==> src/common/sms_host_pkg.sv <==
// Host download bus definitions
// Types for the byte stream coming from the download host, the
// download index values and the layout of one cheat code record
package sms_host_pkg;

	// Widths of the download bus fields
	typedef logic [24:0] host_addr_t;
	typedef logic [7:0]  host_byte_t;
	typedef logic [7:0]  host_index_t;

	// One download bus sample, 43 bits
	typedef struct packed {
		logic        download;
		logic        wr;
		host_index_t index;
		host_addr_t  addr;
		host_byte_t  dout;
	} host_wr_t;

	//====================================================================
	// Download index values
	//====================================================================

	// Cartridge types, only the low five index bits are compared
	parameter logic [4:0] IDX_SMS = 5'd1;
	parameter logic [4:0] IDX_GG  = 5'd2;

	// Cheat list, every other index is a cartridge image
	parameter host_index_t IDX_CHEAT = 8'd255;

	//====================================================================
	// Cheat record
	//====================================================================

	// Each field is filled from four little-endian download bytes,
	// flags first, replace last
	typedef struct packed {
		logic [31:0] flags;
		logic [31:0] address;
		logic [31:0] compare;
		logic [31:0] replace;
	} cheat_code_t;

endpackage

==> src/common/sms_mem_pkg.sv <==
// Memory side definitions
// ROM write stream, backup sector port types, divider and header
// constants, and the backup sequencer states
package sms_mem_pkg;

	// ROM byte address, 4 MB space
	typedef logic [21:0] rom_addr_t;

	// One ROM write offer, a new byte is signalled by a toggle flip
	typedef struct packed {
		logic        toggle;
		rom_addr_t   addr;
		logic [7:0]  data;
	} rom_wr_t;

	// Sector port
	typedef logic [31:0] sd_lba_t;
	typedef logic [8:0]  sd_buf_addr_t;

	// System clock cycles per clock-enable period
	parameter int CE_PERIOD = 30;

	// Optional copier header in front of some images
	parameter int HDR_SIZE = 512;

	// Backup RAM transfer direction
	typedef enum logic [1:0] {
		BK_IDLE  = 2'd0,
		BK_READ  = 2'd1,
		BK_WRITE = 2'd2
	} bk_state_e;

endpackage

==> src/backup/backup_sequencer.sv <==
`timescale 1ns/1ps
// Backup RAM sequencer
// Loads and saves battery RAM one sector at a time over the sector
// port, tracks unsaved writes and saves on OSD open with autosave
module backup_sequencer #(
	parameter int BK_SECTORS = 64
) (
	input  logic                 clk_sys,
	input  logic                 RESET,
	input  logic                 cart_loading,
	input  logic                 img_mounted,
	input  logic                 img_readonly,
	input  logic [63:0]          img_size,
	input  logic                 osd_open,
	input  logic                 autosave,
	input  logic                 bk_load_req,
	input  logic                 bk_save_req,
	input  logic                 nvram_we,
	input  logic                 sd_ack,
	output sms_mem_pkg::sd_lba_t sd_lba,
	output logic                 sd_rd,
	output logic                 sd_wr,
	output logic                 bk_loading,
	output logic                 bk_busy,
	output logic                 bk_pending
);
	import sms_mem_pkg::*;

	localparam sd_lba_t LAST_LBA = sd_lba_t'(BK_SECTORS - 1);

	bk_state_e state;
	logic      bk_ena;
	logic      loading_q;
	logic      load_q;
	logic      save_q;
	logic      ack_q;
	logic      load_lvl;
	logic      save_lvl;
	logic      load_start;
	logic      save_start;
	logic      auto_load;
	logic      seq_start;
	logic      ack_rise;
	logic      ack_fall;

	// Requests only count with a writable save image
	assign load_lvl   = bk_load_req && bk_ena;
	assign save_lvl   = (bk_save_req || (bk_pending && osd_open && autosave)) && bk_ena;
	assign load_start = load_lvl && !load_q;
	assign save_start = save_lvl && !save_q;
	// Save file comes in with the cartridge, pull it in afterwards
	assign auto_load  = loading_q && !cart_loading && (img_size != '0) && bk_ena;
	assign seq_start  = (state == BK_IDLE) && (load_start || save_start || auto_load);

	assign ack_rise = sd_ack && !ack_q;
	assign ack_fall = !sd_ack && ack_q;

	assign bk_busy    = (state != BK_IDLE);
	assign bk_loading = (state == BK_READ);

	//====================================================================
	// Enable and pending flag
	//====================================================================

	always_ff @(posedge clk_sys) begin
		if (RESET) begin
			loading_q  <= 1'b0;
			bk_ena     <= 1'b0;
			bk_pending <= 1'b0;
		end else begin
			loading_q <= cart_loading;
			if (cart_loading && !loading_q)
				bk_ena <= 1'b0;
			if (cart_loading && img_mounted && !img_readonly)
				bk_ena <= 1'b1;
			if (seq_start)
				bk_pending <= 1'b0;
			else if (bk_ena && !osd_open && nvram_we)
				bk_pending <= 1'b1;
		end
	end

	//====================================================================
	// Sector sequence
	//====================================================================

	always_ff @(posedge clk_sys) begin
		if (RESET) begin
			state  <= BK_IDLE;
			sd_lba <= '0;
			sd_rd  <= 1'b0;
			sd_wr  <= 1'b0;
			load_q <= 1'b0;
			save_q <= 1'b0;
			ack_q  <= 1'b0;
		end else begin
			load_q <= load_lvl;
			save_q <= save_lvl;
			ack_q  <= sd_ack;
			// Host has taken the request
			if (ack_rise) begin
				sd_rd <= 1'b0;
				sd_wr <= 1'b0;
			end
			case (state)
				BK_IDLE: begin
					if (load_start || auto_load) begin
						state  <= BK_READ;
						sd_lba <= '0;
						sd_rd  <= 1'b1;
						sd_wr  <= 1'b0;
					end else if (save_start) begin
						state  <= BK_WRITE;
						sd_lba <= '0;
						sd_rd  <= 1'b0;
						sd_wr  <= 1'b1;
					end
				end
				BK_READ, BK_WRITE: begin
					// Sector finished on the ack fall
					if (ack_fall) begin
						if (sd_lba == LAST_LBA) begin
							state <= BK_IDLE;
						end else begin
							sd_lba <= sd_lba + 1'b1;
							sd_rd  <= (state == BK_READ);
							sd_wr  <= (state == BK_WRITE);
						end
					end
				end
				default: state <= BK_IDLE;
			endcase
		end
	end

endmodule

==> src/loader/cart_loader.sv <==
`timescale 1ns/1ps
// Cartridge loader
// Turns host download bytes into a toggle and acknowledge write stream
// towards ROM memory, holding the host off with a wait level, and maps
// console ROM reads through the learned size mask
module cart_loader (
	input  logic                   clk_sys,
	input  logic                   RESET,
	input  sms_host_pkg::host_wr_t host,
	input  logic                   rom_ack,
	input  sms_mem_pkg::rom_addr_t rom_rd_addr,
	output sms_mem_pkg::rom_wr_t   rom_wr,
	output logic                   host_wait,
	output sms_mem_pkg::rom_addr_t rom_map_addr,
	output logic                   cart_loading,
	output logic                   is_gg
);
	import sms_host_pkg::*;
	import sms_mem_pkg::*;

	localparam rom_addr_t HDR_OFS = rom_addr_t'(HDR_SIZE);
	localparam int        HDR_BIT = $clog2(HDR_SIZE);

	logic       loading_q;
	logic       cart_wr;
	logic       wr_done;
	logic       wr_toggle;
	rom_addr_t  wr_addr;
	host_byte_t wr_data;
	rom_addr_t  wr_ofs;
	rom_addr_t  size_mask;
	rom_addr_t  hdr_mask;
	logic       last_hdr_bit;
	logic       hdr_skip;

	assign cart_loading = host.download && (host.index != IDX_CHEAT);
	assign cart_wr      = host.wr && cart_loading;
	assign wr_ofs       = rom_addr_t'(host.addr);

	// Memory has caught up with the last offer
	assign wr_done = host_wait && (rom_ack == wr_toggle);

	assign rom_wr = '{toggle: wr_toggle, addr: wr_addr, data: wr_data};

	//====================================================================
	// Write stream and host hold-off
	//====================================================================

	always_ff @(posedge clk_sys) begin
		if (RESET) begin
			loading_q <= 1'b0;
			host_wait <= 1'b0;
			wr_toggle <= 1'b0;
			hdr_skip  <= 1'b0;
			is_gg     <= 1'b0;
		end else begin
			loading_q <= cart_loading;
			if (cart_wr) begin
				host_wait <= 1'b1;
				wr_toggle <= ~wr_toggle;
			end else if (wr_done) begin
				host_wait <= 1'b0;
			end
			// Header present when the image size has bit 9 set
			if (loading_q && !cart_loading)
				hdr_skip <= last_hdr_bit;
			if (cart_wr && (host.addr == '0))
				is_gg <= (host.index[4:0] == IDX_GG);
		end
	end

	always_ff @(posedge clk_sys) begin
		if (cart_loading && !loading_q)
			wr_addr <= '0;
		else if (wr_done && !cart_wr)
			wr_addr <= wr_addr + 1'b1;
		if (cart_wr)
			wr_data <= host.dout;
	end

	//====================================================================
	// Size masks
	//====================================================================

	always_ff @(posedge clk_sys) begin
		if (cart_wr) begin
			size_mask    <= (host.addr == '0) ? '0 : size_mask | wr_ofs;
			// Mask as seen with the header stripped off
			hdr_mask     <= (host.addr == host_addr_t'(HDR_SIZE)) ?
			                '0 : hdr_mask | (wr_ofs - HDR_OFS);
			last_hdr_bit <= host.addr[HDR_BIT];
		end
	end

	// Console read mapping
	always_comb begin
		if (hdr_skip)
			rom_map_addr = (rom_rd_addr + HDR_OFS) & hdr_mask;
		else
			rom_map_addr = rom_rd_addr & size_mask;
	end

endmodule

==> src/loader/cheat_code_collector.sv <==
`timescale 1ns/1ps
// Cheat code collector
// Assembles sixteen bytes of the cheat download into one code record
// and flags each completed record with a one-cycle pulse
module cheat_code_collector (
	input  logic                      clk_sys,
	input  logic                      RESET,
	input  sms_host_pkg::host_wr_t    host,
	output sms_host_pkg::cheat_code_t cheat_code,
	output logic                      cheat_valid,
	output logic                      cheat_clear
);
	import sms_host_pkg::*;

	logic       code_wr;
	logic [3:0] byte_sel;
	logic [4:0] bit_ofs;

	assign code_wr  = host.download && host.wr && (host.index == IDX_CHEAT);
	assign byte_sel = host.addr[3:0];

	// Little-endian byte position inside the selected field
	assign bit_ofs = {byte_sel[1:0], 3'b000};

	// Record payload
	always_ff @(posedge clk_sys) begin
		if (code_wr) begin
			case (byte_sel[3:2])
				2'd0: cheat_code.flags[bit_ofs +: 8]   <= host.dout;
				2'd1: cheat_code.address[bit_ofs +: 8] <= host.dout;
				2'd2: cheat_code.compare[bit_ofs +: 8] <= host.dout;
				default: cheat_code.replace[bit_ofs +: 8] <= host.dout;
			endcase
		end
	end

	//====================================================================
	// Record strobes
	//====================================================================

	always_ff @(posedge clk_sys) begin
		if (RESET) begin
			cheat_valid <= 1'b0;
			cheat_clear <= 1'b0;
		end else begin
			// Last byte of a record lands with this pulse
			cheat_valid <= code_wr && (byte_sel == 4'hF);
			// Any new download restarts the cheat list
			cheat_clear <= host.download && host.wr && (host.addr == '0);
		end
	end

endmodule

==> src/sms_clk_enables.sv <==
`timescale 1ns/1ps
// Clock-enable generator
// Divides clk_sys by thirty into registered one-cycle strobes for the
// CPU, the VDP, the pixel pipeline and the sound chip
module sms_clk_enables (
	input  logic clk_sys,
	input  logic RESET,
	output logic ce_cpu,
	output logic ce_vdp,
	output logic ce_pix,
	output logic ce_sp
);
	import sms_mem_pkg::*;

	localparam int CNT_W = $clog2(CE_PERIOD);

	logic [CNT_W-1:0] div_cnt;
	logic             vdp_hit;
	logic             pix_hit;
	logic             cpu_hit;

	// Phase decode, VDP every fifth count, pixel every tenth
	always_comb begin
		vdp_hit = 1'b0;
		pix_hit = 1'b0;
		cpu_hit = 1'b0;
		case (div_cnt)
			CNT_W'(4), CNT_W'(14): vdp_hit = 1'b1;
			CNT_W'(9): begin
				vdp_hit = 1'b1;
				pix_hit = 1'b1;
				cpu_hit = 1'b1;
			end
			CNT_W'(19), CNT_W'(29): begin
				vdp_hit = 1'b1;
				pix_hit = 1'b1;
			end
			// Second CPU phase, fifteen counts after the first
			CNT_W'(24): begin
				vdp_hit = 1'b1;
				cpu_hit = 1'b1;
			end
			default: ;
		endcase
	end

	always_ff @(posedge clk_sys) begin
		if (RESET) begin
			div_cnt <= '0;
			ce_cpu  <= 1'b0;
			ce_vdp  <= 1'b0;
			ce_pix  <= 1'b0;
			ce_sp   <= 1'b0;
		end else begin
			div_cnt <= (div_cnt == CNT_W'(CE_PERIOD - 1)) ? '0 : div_cnt + 1'b1;
			// Sound runs at half the system clock
			ce_sp   <= div_cnt[0];
			ce_vdp  <= vdp_hit;
			ce_pix  <= pix_hit;
			ce_cpu  <= cpu_hit;
		end
	end

endmodule

==> src/sms_host_top.sv <==
`timescale 1ns/1ps
// Host-side support logic of the console core
// Clock enables, cartridge loader, cheat collector and backup RAM
// sequencer between the download and storage host and the console
module sms_host_top #(
	parameter int BK_SECTORS = 64
) (
	input  logic                      clk_sys,
	input  logic                      RESET,
	// Download host and ROM memory
	input  sms_host_pkg::host_wr_t    host,
	input  logic                      rom_ack,
	input  sms_mem_pkg::rom_addr_t    rom_rd_addr,
	// Storage host and console
	input  logic                      img_mounted,
	input  logic                      img_readonly,
	input  logic [63:0]               img_size,
	input  logic                      osd_open,
	input  logic                      autosave,
	input  logic                      bk_load_req,
	input  logic                      bk_save_req,
	input  logic                      nvram_we,
	input  logic                      sd_ack,
	output logic                      ce_cpu,
	output logic                      ce_vdp,
	output logic                      ce_pix,
	output logic                      ce_sp,
	output sms_mem_pkg::rom_wr_t      rom_wr,
	output logic                      host_wait,
	output sms_mem_pkg::rom_addr_t    rom_map_addr,
	output logic                      is_gg,
	output sms_host_pkg::cheat_code_t cheat_code,
	output logic                      cheat_valid,
	output logic                      cheat_clear,
	output sms_mem_pkg::sd_lba_t      sd_lba,
	output logic                      sd_rd,
	output logic                      sd_wr,
	output logic                      bk_loading,
	output logic                      bk_busy,
	output logic                      bk_pending
);

	// Cartridge download in progress
	logic cart_loading;

	sms_clk_enables i_clk_enables (
		.clk_sys (clk_sys),
		.RESET   (RESET),
		.ce_cpu  (ce_cpu),
		.ce_vdp  (ce_vdp),
		.ce_pix  (ce_pix),
		.ce_sp   (ce_sp)
	);

	cart_loader i_cart_loader (
		.clk_sys      (clk_sys),
		.RESET        (RESET),
		.host         (host),
		.rom_ack      (rom_ack),
		.rom_rd_addr  (rom_rd_addr),
		.rom_wr       (rom_wr),
		.host_wait    (host_wait),
		.rom_map_addr (rom_map_addr),
		.cart_loading (cart_loading),
		.is_gg        (is_gg)
	);

	cheat_code_collector i_cheat_collector (
		.clk_sys     (clk_sys),
		.RESET       (RESET),
		.host        (host),
		.cheat_code  (cheat_code),
		.cheat_valid (cheat_valid),
		.cheat_clear (cheat_clear)
	);

	backup_sequencer #(
		.BK_SECTORS (BK_SECTORS)
	) i_backup_seq (
		.clk_sys      (clk_sys),
		.RESET        (RESET),
		.cart_loading (cart_loading),
		.img_mounted  (img_mounted),
		.img_readonly (img_readonly),
		.img_size     (img_size),
		.osd_open     (osd_open),
		.autosave     (autosave),
		.bk_load_req  (bk_load_req),
		.bk_save_req  (bk_save_req),
		.nvram_we     (nvram_we),
		.sd_ack       (sd_ack),
		.sd_lba       (sd_lba),
		.sd_rd        (sd_rd),
		.sd_wr        (sd_wr),
		.bk_loading   (bk_loading),
		.bk_busy      (bk_busy),
		.bk_pending   (bk_pending)
	);

endmodule
==> config.mk <==
export PLATFORM = sky130hd
export DESIGN_NAME = sms_host_top
export DESIGN_NICKNAME = d
export VERILOG_FILES = /design/src/common/sms_host_pkg.sv /design/src/common/sms_mem_pkg.sv /design/src/backup/backup_sequencer.sv /design/src/loader/cart_loader.sv /design/src/loader/cheat_code_collector.sv /design/src/sms_clk_enables.sv /design/src/sms_host_top.sv
export SDC_FILE = /design/constraint.sdc
export NUM_CORES = 1
export LEC_CHECK = 0
export BUFFER_PORTS_ARGS = -buffer_cell sky130_fd_sc_hd__buf_2
export CAP_MARGIN = 20
export CORE_UTILIZATION = 40
export DETAILED_ROUTE_END_ITERATION = 10
export MAX_ROUTING_LAYER = met4
export PLACE_DENSITY = 0.68
export SETUP_SLACK_MARGIN = 0.5
export SLEW_MARGIN = 20
export SYNTH_ARGS = -nofsm -noshare
export SYNTH_HDL_FRONTEND = slang
export SYNTH_SLANG_ARGS = --single-unit
==> constraint.sdc <==
create_clock -name clk_sys -period 2.8 [get_ports clk_sys]
set_input_delay 0.84 -clock clk_sys [delete_from_list [all_inputs] [get_ports clk_sys]]
set_output_delay 0.84 -clock clk_sys [all_outputs]
set_load 0.05 [all_outputs]
# After elaboration in Yosys (flattened, before gate mapping)
# Cells that the tools add are included.
[classes]
n_mux = 34
magnitude_cmp = 0
n_reduce_logical = 60
n_eq_ne = 21
n_shift = 2
n_div = 0
n_bitwise = 6
addsub = 6
multipliers = 0
[op_table]
columns = ["operator", "count"]
rows = [
  ["$bwmux 32", 4],
  ["$mux 32", 4],
  ["$pmux 32 s2", 1],
  ["$reduce_bool 64->1", 1],
  ["$and 22x22->22", 2],
  ["$or 22x22->22", 2],
  ["$add 32x1->32 const B", 1],
  ["$eq 32x6->1 const B", 1],
  ["$shift 8x7->32 const A", 1],
  ["$shiftx 8x7->32", 1],
  ["$logic_and 1x1->1", 26],
  ["$eq 25x10->1 const B", 1],
  ["$logic_not 25->1", 1],
  ["$add 22x1->22 const B", 1],
  ["$add 22x10->22 const B", 1],
  ["$mux 22", 1],
  ["$sub 22x10->22 const B", 1],
  ["$mux 1", 17],
  ["$eq 5x5->1 const B", 3],
  ["$eq 5x4->1 const B", 2],
  ["$logic_not 1->1", 9],
  ["$eq 8x8->1 const B", 1],
  ["$mux 2", 4],
  ["$ne 8x8->1 const B", 1],
  ["other kinds (23)", 42],
]
[word_totals]
romBits = 0
mem_bits_rw = 0
reg_bits = 260
out_inout_bits = 226
latch_bits = 0
wordCells = 159
inputBits = 140
memories = 0

# Longest topological paths before layout
[logic_depth]
ltp_word = 9
ltp_mapped = 9
mapped_depth_nobuf = 8

# Modules after synthesis
# A second synthesis with hierarchy kept.
[hier_totals]
cells_unflattened = 1051
area_unflattened_um2 = 11890.2
[modules_own_cells]
columns = ["mod", "cells_per_inst", "area_per_inst_um2", "seq_area_each_um2", "instances"]
rows = [
  ["cheat_code_collector", 226, 4545.6, 3883.7, 1],
  ["cart_loader", 440, 4182.8, 2132.0, 1],
  ["backup_sequencer", 344, 2705.1, 840.8, 1],
  ["sms_clk_enables", 41, 456.7, 180.2, 1],
]

# Worst setup path before layout
# No wires, ideal clock.
[synth_timing]
path_type = "input port to output port"
startpoint = "input rom_rd_addr[9]"
endpoint = "output rom_map_addr[21]"
setup_slack_ps = -573
stages = 7
arrival_time_ps = 2533
required_time_ps = 1960
path_buffers = 0
path_cell_list = "ha_1 -> nand2_1 -> or2_2 -> nor2_1 -> nand3_1 -> xor2_1 -> o22ai_1"
[synth_via]
elab_chain_len = 3
[synth_lines]
columns = ["item", "line_no", "rtl"]
rows = [
  ["start: declaration", "sms_host_top.sv:13", "input sms_mem_pkg::rom_addr_t rom_rd_addr,"],
  ["$add 22x10->22", "cart_loader.sv:98", "rom_map_addr = (rom_rd_addr + HDR_OFS) & hdr_mask;"],
  ["$and 22x22->22", "cart_loader.sv:98", ""],
  ["$mux 22", "cart_loader.sv:97", "if (hdr_skip)"],
  ["end: declaration", "sms_host_top.sv:30", "output sms_mem_pkg::rom_addr_t rom_map_addr,"],
]
# Every way passes these cells.

# Worst setup path after layout
[layout_timing]
startpoint = "input rom_rd_addr[10]"
endpoint = "output rom_map_addr[19]"
# The elaborated chain is that of the path after synthesis.

==> qor.yml <==
status:
  outcome: "finished with violations"
  failed_checks: "negative setup slack"
critical_path:
  cp_max_fo: 3
  cp_cell_sequence: "buf_8, ha_4, nand2_2, or2_4, nor2_4, xor2_1, nand3_1, o21ai_4, buf_6"
  path_class: "in -> out"
  slowest_stage: "or2_4"
  rr_endpoint: "i_backup_seq.sd_lba[26]"
  critPathRequiredTime_ns: 1.96
  crit_path_end_kind: "output port"
  max_stage_delay_ns: 0.27
  r2r_start: "i_backup_seq.sd_lba[7]"
  r2r_slack_ns: 0.51
  rr_worst_depth: 7
  cp.arrival_ns: 2.06
  start_kind: "primary input"
timing:
  period_share_pct: 104
  fin_skew_ns: 0.0103
  setup-violations-final: 5
  slew_headroom_pct: 60.5
  rsz0062_at_grt: "true"
  worstMarginPinSlew_ns: 0.588
  fin_crit_ns: 2.90
  timing.hold.ws_ns: 0.471
  setup_slack_ns: -0.103
  max_freq_mhz: 344
  finalHoldViolCount: 0
  report.final.slew_viol_count: 0
grt:
  grtUsageMet3_pct: 3.96
  grt-busiest-layer: "met2"
  grt_usage_pct: 21.8
  use_met2_pct: 36.2
  use_met1_pct: 27.5
  grt_overflow_total: 0
  grt_max_degree: 35
  grt_pass1_vias: 8901
  grt_pass1_wl_um: 47900
  antenna_found_initial: 5
layout:
  design_area_um2: 16400
  final.fill_count: 2264
  syn_to_final_growth_pct: 45.8
  utilization_pct: 59.2
  drive_gt1_share_pct: 42.8
  final_common_cell: "buf_2"
  layout.nets: 1613
  stdcell_count: 1861
  final_cell_mix: "buf_2, edfxtp_1, nor2_1"
clock_network:
  cts_root_buffer: "clkbuf_16"
  cts_tree: "yes"
  cts_buffers: 28
  htree_levels: 1
  clk_path_buf_depth: 3
  clkSlewWorstSetupHoldPaths_ns: 0.06
  postCtsHoldBufs: 0
  clkLatencyLatePin_ns: 0.53
  cts_sinks: 260
power:
  ir_worst_vdd_v: 0.000486
  p_per_area_nw_per_um2: 548
  p_leak_nw: 5.98
synthesis:
  async_flop_share_pct: 0
  yosys_warnings: 0
  avgSynthCellArea_um2: 11.1
  synth.distinct_cells: 59
  synth_edf_count: 181
  syn_inst: 1011
  synthesis.area_um2: 11300
  ys.flop_type: "edfxtp_1"
  synth_seq_cells: 260
  synth_fp_nets: 1168
  ys_seq_area_share_pct: 62.3
die:
  fp.dieW_um: 170
  die_area_um2: 28800
  core_um2: 27700
  die_height_um: 170
  initial_utilization_pct: 40.6
  rows: 61
  ioPinCount: 366
place:
  gp_congestion: 0.889
  dp_cells: 1781
  dp_worst_setup_slack_ns: -0.282
  dp_hpwl_um: 23200
  port_buffers: 365
  postPlaceCellArea_um2: 14600
detailed_routing:
  ant_nets: 0
  drt-pass1-iter-count: 5
  wirelength_um: 32200
  drtIter0Drc: 597
  wire_per_inst_um: 17.3
  drc: 0
  via_count: 9679
  via_per_inst: 5.20
hold_path:
  min_delay_path_depth: 2
  hold_class: "reg -> reg"
  hold_path_end: "i_cart_loader.is_gg"
  min-delay-start: "i_cart_loader.is_gg"
flow_run:
  max_cap_violations: 0
-- sequential cells by signal (all words and copies together) (netlist names), 2 cells and up --
register                      flops
i_backup_seq.state                2
i_backup_seq.sd_lba              32
i_cheat_collector.cheat_code    128
i_clk_enables.div_cnt             5
i_cart_loader.wr_data             8
i_cart_loader.wr_addr            22
i_cart_loader.size_mask          22
i_cart_loader.hdr_mask           22
-- cell usage after synthesis (all sizes together) (2+ instances only) --
cell type | n | area [um2]
and3 | 20 | 125
nor4 | 39 | 250
xnor2 | 19 | 166
nand4 | 23 | 150
edfxtp | 181 | 5440
nor4b | 3 | 26.3
a21oi | 24 | 120
or2 | 2 | 12.5
o32ai | 3 | 26.3
o21ai | 36 | 180
nand2b | 2 | 12.5
ha | 17 | 213
nand3b | 3 | 22.5
mux2i | 15 | 150
o21a | 5 | 37.5
o41a | 2 | 22.5
a31oi | 29 | 181
or4 | 11 | 90.1
nor3 | 27 | 140
a311oi | 2 | 17.5
nor2 | 141 | 529
buf | 3 | 15.0
or3 | 8 | 50.1
nand4b | 2 | 17.5
a22oi | 4 | 30.0
clkbuf | 33 | 124
nor2b | 13 | 81.3
nand2 | 72 | 270
inv | 41 | 154
dfxtp | 79 | 1580
o211ai | 2 | 15.0
o22ai | 3 | 18.8
a41oi | 8 | 70.1
and4 | 2 | 17.5
nand3 | 48 | 240
a211oi | 2 | 15.0
o31ai | 2 | 15.0
a31o | 5 | 43.8
and2 | 47 | 294
xor2 | 22 | 193
-- final cells by class --
type                            instances  area [um2]  share of cell area, %
Tap cell                              378         473                   2.88
Inverter                               41         160                  0.976
Clock buffer                           32         747                   4.55
Timing Repair Buffer                  451        2980                   18.2
Antenna cell                            5        12.5                 0.0762
Multi-Input combinational cell        674        4730                   28.8
Sequential cell                       260        7070                   43.1
Clock inverter                         20         239                   1.46
-- cell families (layout without fill, tap and decap cells) --
logic type / Yosys count / in the layout / synth area share, %
other: 0 / 5 / 0
adders and majority gates: 17 / 17 / 1.89
and+or+nand+nor: 465 / 465 / 20.9
xor gates and xnor gates: 41 / 41 / 3.19
DFF: 260 / 260 / 62.3
buffers and inverters: 77 / 544 / 2.60
muxes: 16 / 16 / 1.43
AOI/OAI and AO/OA: 135 / 135 / 7.68
-- through the flow --
stage                     TNS, ns  power [W]
after CTS                  -0.297    0.00901
final                      -0.334    0.00899
after global placement      -1.02    0.00506
after global routing       -0.705    0.00927
after detailed placement    -1.21    0.00507
after floorplan                 0    0.00474
-- layer usage --
layer  vias to the layer above  share of wire (%)
met5                         -                  0
met4                         0                1.9
met3                        54                8.3
met2                       411                 49
met1                      4603                 41
li1                       4611                  -
-- critical path: cells and delay by family --
| kind | cells | cell delay (ns) |
|---|---|---|
| compound gates | 1 | 0.08 |
| xor+xnor | 1 | 0.19 |
| fa+ha+maj | 1 | 0.13 |
| buf+inv | 2 | 0.25 |
| simple gates | 4 | 0.57 |
-- power breakdown --
part           switching, W  internal, W  leakage (nW)
sequential        0.0000471      0.00414          2.02
combinational      0.000558     0.000367          3.50
clock               0.00156      0.00231         0.462
-- repair_timing --
action	4_1_cts	5_1_grt
resized for setup	88	45
endpoints found under the setup margin	55	79
setup buffers	7	12
gates cloned	1	3
pin swaps	20	26
hold endpoints to repair	0	0
-- how the worst max path moves through the flow --
stage / startpoint / end / slack, ns / depth (start not counted)
floorplan: rom_rd_addr[9] / rom_map_addr[21] / 0.009 / 7
global placement: rom_rd_addr[9] / rom_map_addr[19] / -0.27 / 9
detailed placement: rom_rd_addr[10] / rom_map_addr[19] / -0.28 / 9
CTS: rom_rd_addr[10] / rom_map_addr[19] / -0.11 / 9
global route: rom_rd_addr[10] / rom_map_addr[19] / -0.16 / 9
finish: rom_rd_addr[10] / rom_map_addr[19] / -0.10 / 9
Power figures use the tool's default switching activity.
